<file path="src/rtl/lcd_cmd_pkg.sv">
// Instruction set, memory addressing and FSM state types for the display
// Shared by the sequencers, the nibble writer and the top level

package lcd_cmd_pkg;

    ////////////////////////////////////////
    // Bus and memory types
    ////////////////////////////////////////

    typedef logic [7:0] lcd_byte_t;
    typedef logic [3:0] lcd_nibble_t;

    // Memory address is line on top of column, 32 slots per line
    typedef logic [1:0] line_t;
    typedef logic [4:0] col_t;
    typedef logic [6:0] char_addr_t;

    // Visible characters per line
    localparam col_t line_chars = col_t'(20);

    ////////////////////////////////////////
    // Instructions
    ////////////////////////////////////////

    // 4-bit bus, two lines, 5x8 font
    localparam lcd_byte_t inst_function_set = 8'h28;
    // Display on, cursor on, no blink
    localparam lcd_byte_t inst_display_control = 8'h0E;
    // Increment with shift
    localparam lcd_byte_t inst_entry_mode = 8'h07;
    localparam lcd_byte_t inst_display_clear = 8'h01;

    // Set DDRAM address to the start of each line
    // Lines 2 and 3 continue lines 0 and 1 after 20 characters
    localparam lcd_byte_t inst_ddram_line0 = 8'h80;
    localparam lcd_byte_t inst_ddram_line1 = 8'hC0;
    localparam lcd_byte_t inst_ddram_line2 = 8'h94;
    localparam lcd_byte_t inst_ddram_line3 = 8'hD4;

    ////////////////////////////////////////
    // FSM states
    ////////////////////////////////////////

    typedef enum logic [2:0] {
        init_poweron, init_function_set, init_display_control,
        init_entry_mode, init_display_clear, init_finish, init_idle
    } init_state_t;

    typedef enum logic [2:0] {
        print_idle, print_line, print_addr, print_fetch, print_char, print_finish
    } print_state_t;

    typedef enum logic [2:0] {
        wr_idle, wr_high, wr_gap, wr_low, wr_wait
    } writer_state_t;

endpackage

</file>
<file path="src/rtl/lcd_timing_pkg.sv">
// Wait and pulse lengths for the HD44780 controller, in clock cycles
// Every counter in the design uses cnt_t and compares against these values

package lcd_timing_pkg;

    ////////////////////////////////////////
    // Clock and counter
    ////////////////////////////////////////

    // All counts below assume this clock
    localparam int clk_hz = 250_000;

    // Wide enough for the power-on wait
    localparam int cnt_width = 18;

    typedef logic [cnt_width-1:0] cnt_t;

    ////////////////////////////////////////
    // Display timing
    ////////////////////////////////////////

    // 100 ms before the first instruction
    localparam cnt_t poweron_cycles = cnt_t'(clk_hz / 10);

    // 10 ms after instructions, covers clear and return home
    localparam cnt_t long_wait_cycles = cnt_t'(clk_hz / 100);

    // 80 us after a character write
    localparam cnt_t short_wait_cycles = cnt_t'(clk_hz * 80 / 1_000_000);

    // Enable high time
    localparam cnt_t pulse_cycles = cnt_t'(10);

    // Enable low time between the two nibbles of a byte
    localparam cnt_t nibble_gap_cycles = cnt_t'(20);

endpackage
</file>
<file path="src/rtl/lcd_hd44780_top.sv">
// HD44780 controller in 4-bit mode for a 4x20 display
// Chains init sequencer, print sequencer and nibble writer

module lcd_hd44780_top (
    input  logic                     clk,
    input  logic                     rst,
    input  logic                     trg,
    input  lcd_cmd_pkg::lcd_byte_t   char_data,
    output logic                     busy,
    output logic                     e,
    output logic                     rs,
    output lcd_cmd_pkg::lcd_nibble_t db,
    output lcd_cmd_pkg::char_addr_t  char_addr
);

    // Init stage to print stage
    logic                   init_strobe;
    lcd_cmd_pkg::lcd_byte_t init_byte;
    logic                   init_single;
    logic                   init_done;

    // Print stage to writer
    logic                   cmd_strobe;
    lcd_cmd_pkg::lcd_byte_t cmd_byte;
    logic                   cmd_rs;
    logic                   cmd_single;
    logic                   cmd_long;
    logic                   writer_busy;

    lcd_init_sequencer lcd_init_sequencer_i (
        .clk         (clk),
        .rst         (rst),
        .writer_busy (writer_busy),
        .cmd_strobe  (init_strobe),
        .cmd_byte    (init_byte),
        .cmd_single  (init_single),
        .init_done   (init_done)
    );

    lcd_print_sequencer lcd_print_sequencer_i (
        .clk         (clk),
        .rst         (rst),
        .trg         (trg),
        .init_done   (init_done),
        .init_strobe (init_strobe),
        .init_byte   (init_byte),
        .init_single (init_single),
        .writer_busy (writer_busy),
        .char_data   (char_data),
        .busy        (busy),
        .char_addr   (char_addr),
        .cmd_strobe  (cmd_strobe),
        .cmd_byte    (cmd_byte),
        .cmd_rs      (cmd_rs),
        .cmd_single  (cmd_single),
        .cmd_long    (cmd_long)
    );

    lcd_nibble_writer lcd_nibble_writer_i (
        .clk         (clk),
        .rst         (rst),
        .cmd_strobe  (cmd_strobe),
        .cmd_byte    (cmd_byte),
        .cmd_rs      (cmd_rs),
        .cmd_single  (cmd_single),
        .cmd_long    (cmd_long),
        .writer_busy (writer_busy),
        .e           (e),
        .rs          (rs),
        .db          (db)
    );

endmodule

</file>
<file path="src/rtl/lcd_nibble_writer.sv">
// Drives the 4-bit display bus for one command at a time
// High nibble, optional low nibble, then the settle wait before going idle

module lcd_nibble_writer (
    input  logic                     clk,
    input  logic                     rst,
    input  logic                     cmd_strobe,
    input  lcd_cmd_pkg::lcd_byte_t   cmd_byte,
    input  logic                     cmd_rs,
    input  logic                     cmd_single,
    input  logic                     cmd_long,
    output logic                     writer_busy,
    output logic                     e,
    output logic                     rs,
    output lcd_cmd_pkg::lcd_nibble_t db
);

    lcd_cmd_pkg::writer_state_t state;
    lcd_timing_pkg::cnt_t       cnt;
    lcd_timing_pkg::cnt_t       wait_cycles;
    lcd_cmd_pkg::lcd_byte_t     byte_q;
    logic                       single_q;
    logic                       long_q;

    assign writer_busy = (state != lcd_cmd_pkg::wr_idle);

    assign wait_cycles = long_q ? lcd_timing_pkg::long_wait_cycles
                                : lcd_timing_pkg::short_wait_cycles;

    // Command byte, held for the low nibble
    always_ff @(posedge clk) begin
        if (cmd_strobe && !writer_busy) begin
            byte_q <= cmd_byte;
        end
    end

    // Counter starts at 1 so each phase lasts exactly its cycle count
    always_ff @(posedge clk or negedge rst) begin
        if (!rst) begin
            state    <= lcd_cmd_pkg::wr_idle;
            cnt      <= '0;
            single_q <= 1'b0;
            long_q   <= 1'b0;
            e        <= 1'b0;
            rs       <= 1'b0;
            db       <= '0;
        end else begin
            cnt <= cnt + lcd_timing_pkg::cnt_t'(1);
            case (state)
                lcd_cmd_pkg::wr_idle: begin
                    if (cmd_strobe) begin
                        single_q <= cmd_single;
                        long_q   <= cmd_long;
                        rs       <= cmd_rs;
                        e        <= 1'b1;
                        db       <= cmd_byte[7:4];
                        cnt      <= lcd_timing_pkg::cnt_t'(1);
                        state    <= lcd_cmd_pkg::wr_high;
                    end
                end
                lcd_cmd_pkg::wr_high: begin
                    if (cnt == lcd_timing_pkg::pulse_cycles) begin
                        e   <= 1'b0;
                        cnt <= lcd_timing_pkg::cnt_t'(1);
                        if (single_q) begin
                            db    <= '0;
                            state <= lcd_cmd_pkg::wr_wait;
                        end else begin
                            state <= lcd_cmd_pkg::wr_gap;
                        end
                    end
                end
                lcd_cmd_pkg::wr_gap: begin
                    if (cnt == lcd_timing_pkg::nibble_gap_cycles) begin
                        e     <= 1'b1;
                        db    <= byte_q[3:0];
                        cnt   <= lcd_timing_pkg::cnt_t'(1);
                        state <= lcd_cmd_pkg::wr_low;
                    end
                end
                lcd_cmd_pkg::wr_low: begin
                    if (cnt == lcd_timing_pkg::pulse_cycles) begin
                        e     <= 1'b0;
                        db    <= '0;
                        cnt   <= lcd_timing_pkg::cnt_t'(1);
                        state <= lcd_cmd_pkg::wr_wait;
                    end
                end
                lcd_cmd_pkg::wr_wait: begin
                    // Display executes the command here
                    if (cnt == wait_cycles) begin
                        rs    <= 1'b0;
                        state <= lcd_cmd_pkg::wr_idle;
                    end
                end
                default: begin
                    state <= lcd_cmd_pkg::wr_idle;
                end
            endcase
        end
    end

endmodule

</file>
<file path="src/rtl/lcd_print_sequencer.sv">
// Print stage of the display controller
// Forwards init commands, then on trg writes all four lines from character memory

module lcd_print_sequencer (
    input  logic                    clk,
    input  logic                    rst,
    input  logic                    trg,
    input  logic                    init_done,
    input  logic                    init_strobe,
    input  lcd_cmd_pkg::lcd_byte_t  init_byte,
    input  logic                    init_single,
    input  logic                    writer_busy,
    input  lcd_cmd_pkg::lcd_byte_t  char_data,
    output logic                    busy,
    output lcd_cmd_pkg::char_addr_t char_addr,
    output logic                    cmd_strobe,
    output lcd_cmd_pkg::lcd_byte_t  cmd_byte,
    output logic                    cmd_rs,
    output logic                    cmd_single,
    output logic                    cmd_long
);

    lcd_cmd_pkg::print_state_t state;
    lcd_cmd_pkg::line_t        line;
    lcd_cmd_pkg::col_t         col;
    lcd_cmd_pkg::lcd_byte_t    line_inst;
    logic                      ready;

    // Own strobe is not yet visible as writer_busy in the cycle it is high
    assign ready = !writer_busy && !cmd_strobe;

    // DDRAM start address of the current line
    always_comb begin
        case (line)
            2'd0:    line_inst = lcd_cmd_pkg::inst_ddram_line0;
            2'd1:    line_inst = lcd_cmd_pkg::inst_ddram_line1;
            2'd2:    line_inst = lcd_cmd_pkg::inst_ddram_line2;
            default: line_inst = lcd_cmd_pkg::inst_ddram_line3;
        endcase
    end

    always_ff @(posedge clk or negedge rst) begin
        if (!rst) begin
            state      <= lcd_cmd_pkg::print_idle;
            line       <= '0;
            col        <= '0;
            busy       <= 1'b1;
            char_addr  <= '0;
            cmd_strobe <= 1'b0;
            cmd_byte   <= '0;
            cmd_rs     <= 1'b0;
            cmd_single <= 1'b0;
            cmd_long   <= 1'b0;
        end else begin
            cmd_strobe <= 1'b0;
            case (state)
                lcd_cmd_pkg::print_idle: begin
                    if (!init_done) begin
                        // Init commands are always long-wait instructions
                        if (init_strobe) begin
                            cmd_strobe <= 1'b1;
                            cmd_byte   <= init_byte;
                            cmd_rs     <= 1'b0;
                            cmd_single <= init_single;
                            cmd_long   <= 1'b1;
                        end
                    end else if (trg) begin
                        busy  <= 1'b1;
                        line  <= '0;
                        state <= lcd_cmd_pkg::print_line;
                    end else begin
                        busy <= 1'b0;
                    end
                end
                lcd_cmd_pkg::print_line: begin
                    if (ready) begin
                        cmd_strobe <= 1'b1;
                        cmd_byte   <= line_inst;
                        cmd_rs     <= 1'b0;
                        cmd_single <= 1'b0;
                        cmd_long   <= 1'b1;
                        col        <= '0;
                        state      <= lcd_cmd_pkg::print_addr;
                    end
                end
                lcd_cmd_pkg::print_addr: begin
                    char_addr <= {line, col};
                    state     <= lcd_cmd_pkg::print_fetch;
                end
                // One cycle for a registered memory to answer
                lcd_cmd_pkg::print_fetch: begin
                    state <= lcd_cmd_pkg::print_char;
                end
                lcd_cmd_pkg::print_char: begin
                    if (ready) begin
                        cmd_strobe <= 1'b1;
                        cmd_byte   <= char_data;
                        cmd_rs     <= 1'b1;
                        cmd_single <= 1'b0;
                        cmd_long   <= 1'b0;
                        if (col == lcd_cmd_pkg::line_chars - lcd_cmd_pkg::col_t'(1)) begin
                            if (line == lcd_cmd_pkg::line_t'(3)) begin
                                state <= lcd_cmd_pkg::print_finish;
                            end else begin
                                line  <= line + lcd_cmd_pkg::line_t'(1);
                                state <= lcd_cmd_pkg::print_line;
                            end
                        end else begin
                            col   <= col + lcd_cmd_pkg::col_t'(1);
                            state <= lcd_cmd_pkg::print_addr;
                        end
                    end
                end
                lcd_cmd_pkg::print_finish: begin
                    // Last character and its wait are through the writer
                    if (ready) begin
                        busy  <= 1'b0;
                        state <= lcd_cmd_pkg::print_idle;
                    end
                end
                default: begin
                    state <= lcd_cmd_pkg::print_idle;
                end
            endcase
        end
    end

endmodule

</file>
<file path="src/rtl/lcd_init_sequencer.sv">
// Power-on initialization of the display
// Waits after reset, then issues the fixed instruction list one by one

module lcd_init_sequencer (
    input  logic                  clk,
    input  logic                  rst,
    input  logic                  writer_busy,
    output logic                  cmd_strobe,
    output lcd_cmd_pkg::lcd_byte_t cmd_byte,
    output logic                  cmd_single,
    output logic                  init_done
);

    lcd_cmd_pkg::init_state_t state;
    lcd_timing_pkg::cnt_t     cnt;

    // Set with each strobe, cleared once the writer reports busy
    // The strobe reaches the writer through the print stage register
    logic pending;
    logic ready;

    assign ready = !pending && !writer_busy;

    always_ff @(posedge clk or negedge rst) begin
        if (!rst) begin
            state      <= lcd_cmd_pkg::init_poweron;
            cnt        <= '0;
            pending    <= 1'b0;
            cmd_strobe <= 1'b0;
            cmd_byte   <= '0;
            cmd_single <= 1'b0;
            init_done  <= 1'b0;
        end else begin
            cmd_strobe <= 1'b0;
            if (pending && writer_busy) begin
                pending <= 1'b0;
            end
            case (state)
                lcd_cmd_pkg::init_poweron: begin
                    cnt <= cnt + lcd_timing_pkg::cnt_t'(1);
                    // Single nibble function set wakes the controller into 4-bit mode
                    if (cnt == lcd_timing_pkg::poweron_cycles - lcd_timing_pkg::cnt_t'(1)) begin
                        cmd_strobe <= 1'b1;
                        cmd_byte   <= lcd_cmd_pkg::inst_function_set;
                        cmd_single <= 1'b1;
                        pending    <= 1'b1;
                        state      <= lcd_cmd_pkg::init_function_set;
                    end
                end
                lcd_cmd_pkg::init_function_set,
                lcd_cmd_pkg::init_display_control,
                lcd_cmd_pkg::init_entry_mode,
                lcd_cmd_pkg::init_display_clear: begin
                    if (ready) begin
                        cmd_strobe <= 1'b1;
                        cmd_single <= 1'b0;
                        pending    <= 1'b1;
                        case (state)
                            lcd_cmd_pkg::init_function_set: begin
                                cmd_byte <= lcd_cmd_pkg::inst_function_set;
                                state    <= lcd_cmd_pkg::init_display_control;
                            end
                            lcd_cmd_pkg::init_display_control: begin
                                cmd_byte <= lcd_cmd_pkg::inst_display_control;
                                state    <= lcd_cmd_pkg::init_entry_mode;
                            end
                            lcd_cmd_pkg::init_entry_mode: begin
                                cmd_byte <= lcd_cmd_pkg::inst_entry_mode;
                                state    <= lcd_cmd_pkg::init_display_clear;
                            end
                            default: begin
                                cmd_byte <= lcd_cmd_pkg::inst_display_clear;
                                state    <= lcd_cmd_pkg::init_finish;
                            end
                        endcase
                    end
                end
                lcd_cmd_pkg::init_finish: begin
                    // Clear and its wait are done
                    if (ready) begin
                        init_done <= 1'b1;
                        state     <= lcd_cmd_pkg::init_idle;
                    end
                end
                default: begin
                    state <= lcd_cmd_pkg::init_idle;
                end
            endcase
        end
    end

endmodule

</file>
<file path="config.mk">
export PLATFORM = sky130hd
export DESIGN_NAME = lcd_hd44780_top
export DESIGN_NICKNAME = d
export VERILOG_FILES = /design/src/rtl/lcd_cmd_pkg.sv /design/src/rtl/lcd_timing_pkg.sv /design/src/rtl/lcd_hd44780_top.sv /design/src/rtl/lcd_nibble_writer.sv /design/src/rtl/lcd_print_sequencer.sv /design/src/rtl/lcd_init_sequencer.sv
export SDC_FILE = /design/constraint.sdc
export NUM_CORES = 1
export LEC_CHECK = 0
export BUFFER_PORTS_ARGS = -buffer_cell sky130_fd_sc_hd__buf_2
export CAP_MARGIN = 10
export CORE_MARGIN = 2
export CORE_UTILIZATION = 61
export DETAILED_ROUTE_END_ITERATION = 12
export PLACE_DENSITY = 0.8
export SLEW_MARGIN = 5
export SYNTH_ARGS = -nofsm -noshare
export SYNTH_HDL_FRONTEND = slang
export SYNTH_HIERARCHICAL = 1
export SYNTH_SLANG_ARGS = --single-unit
</file>
<file path="constraint.sdc">
create_clock -name clk -period 2.85 [get_ports clk]
set_input_delay 0.285 -clock clk [delete_from_list [all_inputs] [get_ports clk]]
set_output_delay 0.285 -clock clk [all_outputs]
set_load 0.05 [all_outputs]
</file>
==> flow_metrics.tcl <==
set metrics [dict create \
    grt_usage_pct 22.8 \
    totalWireLength_um 8670 \
    hold_viol 0 \
    synth.area.top_cells "dfrtp_1 (47%), xnor2_1 (4.0%), nor2_1 (3.4%)" \
    nets 479 \
    drive_gt1_share_pct 16.2 \
    area_delta_synth_final_pct 8.70 \
    drv_slew 0 \
    ant_nets 0 \
    row_count 31 \
    dieArea_sq_um 8300 \
    leakagePower_nw 2.30 \
    cts.sinks 92 \
    routed_via_density 5.98 \
    p_total_mw 2.34 \
    insertion_delay_ns 0.36 \
    num_vias 3364 \
    insertedDiodeCount 0 \
    tritoncts "built" \
    stdcell_area_sq_um 5030 \
    htree_levels 3 \
    rsz0062_at_grt "no" \
    yosysTopAreaCell "dfrtp_1" \
    ys.flop_type "dfrtp_1" \
    synth.avg_cell_area_sq_um 10.6 \
    ys_ff_latch 92 \
    setup_viol 0 \
    dr.pass1.iters 4 \
    grt_pass1_vias 3308 \
    critPathKind "register to register" \
    critPathArrivalTime_ns 2.52 \
    timing.slew.headroom_pct 44.4 \
    drt_iter0_drc 210 \
    avgRoutedWirePerCell_um 15.4 \
    period_minus_slack_ns 2.31 \
    finalSetupTns_ns 0 \
    grt-ovfl-total 0 \
    grt_pass1_wl_um 15300 \
    skew_ns 0.0151 \
    fp.dieH_um 91.1 \
    cp-end-kind "register" \
    hp-class "input pin to register" \
    io_pins 25 \
    p_per_area_nw_per_um2 464 \
    async_flop_share_pct 95.7 \
    vdd_drop_max_v 0.000312 \
    holdWs_ns 0.249 \
    crit_required_ns 3.07 \
    synthTopCellsByCount "dfrtp_1 (87), nor2_1 (42), nand2_1 (30)" \
    clock_path_buffers 2 \
    initial_core_util_pct 63.5 \
    synth_top_area_share_pct 47.0 \
    clock.fmax_mhz 434 \
    numCtsBuffers 9 \
    yosysMostFrequentCell "dfrtp_1" \
    cp-start-kind "register" \
    place_area_sq_um 4790 \
    core_region_area_sq_um 7290 \
    ys_warn_count 6 \
    ys_types 66 \
    root_buffer "clkbuf_8" \
    io_buffers 24 \
    drc_errors 0 \
    grt_max_degree 48 \
    status "finished clean" \
    syn-cell-area_sq_um 4630 \
    ys_seq_area_share_pct 50.2 \
    die_w_um 91.1 \
    crit_path_max_fanout 19 \
    finalCritPeriodShare_pct 80.9 \
    maxCapViolations 0 \
    syn_inst 437 \
    tightest_slew_ns 0.823 \
    clk_pin_slew_worst_paths_ns 0.09 \
    dp_hpwl_um 6120 \
    gp_congestion 0.843 \
    synth_edf_count 4 \
    antenna_found_initial 0 \
    cts_setup_buffers 0 \
]
[where the power goes]
group / switching, mW / internal (mW) / total [mW] / leakage [nW]
Sequential: 0 / 1.31 / 1.31 / 1.17
Clock: 0.438 / 0.541 / 0.980 / 0.113
Combinational: 0.0305 / 0.0141 / 0.0446 / 1.01
Total: 0.469 / 1.87 / 2.34 / 2.30
[metal layers]
metal  track usage (%)  share of wire, %
met2              35.6                47
met1              31.8                48
met5                 0                 0
met4              8.21               1.5
met3              4.65               3.9
[kinds of logic (layout without fill, tap and decap cells)]
| kind of cell | count (synthesis) | count (layout) | synth area share (%) |
|---|---|---|---|
| and+or+nand+nor | 169 | 169 | 20.3 |
| DFF | 92 | 92 | 50.2 |
| AOI/OAI and AO/OA | 78 | 78 | 12.5 |
| buffers and inverters | 38 | 63 | 4.14 |
| xor gates and xnor gates | 36 | 36 | 6.97 |
| muxes | 14 | 14 | 3.32 |
| adders and majority gates | 9 | 9 | 2.43 |
| other | 1 | 3 | 0.0810 |
[flip-flops by register name, indices dropped and copies added (netlist names), 2 cells and up]
signal	count
lcd_init_sequencer_i/cmd_byte	4
lcd_init_sequencer_i/cnt	18
lcd_init_sequencer_i/state	3
lcd_nibble_writer_i/byte_q	4
lcd_nibble_writer_i/cnt	18
lcd_nibble_writer_i/db	4
lcd_nibble_writer_i/state	3
lcd_print_sequencer_i/char_addr	7
lcd_print_sequencer_i/cmd_byte	8
lcd_print_sequencer_i/col	5
lcd_print_sequencer_i/line	2
lcd_print_sequencer_i/state	3
[final timing paths]
check / slack, ns / to / depth (start not counted) / from
max in group asynchronous: 1.77 / lcd_init_sequencer_i/cnt[1] / 3 / rst
min in group asynchronous: 0.45 / lcd_nibble_writer_i/cnt[5] / 2 / rst
worst max register to register: 0.54 / lcd_nibble_writer_i/e / 8 / lcd_nibble_writer_i/cnt[0]
worst min-delay path: 0.25 / lcd_print_sequencer_i/busy / 3 / trg
worst min register to register: 0.46 / lcd_nibble_writer_i/byte_q[3] / 0 / lcd_print_sequencer_i/cmd_byte[3]
worst max-delay path: 0.54 / lcd_nibble_writer_i/e / 8 / lcd_nibble_writer_i/cnt[0]
[cell usage in the layout, fill, tap and decap left out, types with 3 or more instances in the layout]
cell and instances:
nor2b_1 6, conb_1 3, nand4_1 8, o22ai_1 3, nor2_1 42, a22o_1 7, and2_1 5, dfrtp_1 87
a31oi_1 3, edfxtp_1 4, nand3b_1 3, nor4b_1 4, nand2b_1 5, nor4_1 6, a22oi_1 10, and3_1 5
or2_2 3, o21ai_0 14, a21oi_1 7, mux2_2 11, mux2i_1 3, a21o_1 9, nand2_1 30, clkbuf_8 11
xnor2_1 21, o2bb2ai_1 3, nand3_1 24, xor2_1 14, buf_2 23, ha_1 9, or4_4 3, inv_1 20
nor3_1 9, a221oi_1 4
[final cells by class]
type / instances / area [sq um]
tap: 99 / 124
clock buffer: 12 / 155
multi-input combinational: 309 / 2120
sequential: 92 / 2320
fill: 570 / 2260
timing repair buffer: 27 / 160
inverter: 20 / 75.1
clock inverter: 4 / 72.6
[through the flow]
stage | util (%) | worst slack (ns) | instances
2_1_floorplan | - | 0.675 | 439
3_3_place_gp | 65.8 | 0.617 | 546
3_5_place_dp | 65.8 | 0.558 | 546
4_1_cts | 69.0 | 0.534 | 563
5_1_grt | 69.0 | 0.337 | 563
6_report | 69.0 | 0.545 | 563
[worst max-delay path, stage by stage, from the launching register on]
cell      delay (ns)
dfrtp_1         0.45
inv_1           0.11
ha_1            0.14
or4bb_1         0.52
nor4_4          0.22
nand2_2         0.12
a211oi_4        0.25
buf_4           0.26
o32ai_1         0.12
[repair_timing]
action | CTS | global route
hold buffers | 1 | 0
gates resized for setup | 0 | 0
hold endpoints to repair | 40 | 0
No activity file was read; power rests on OpenSTA's default activity.
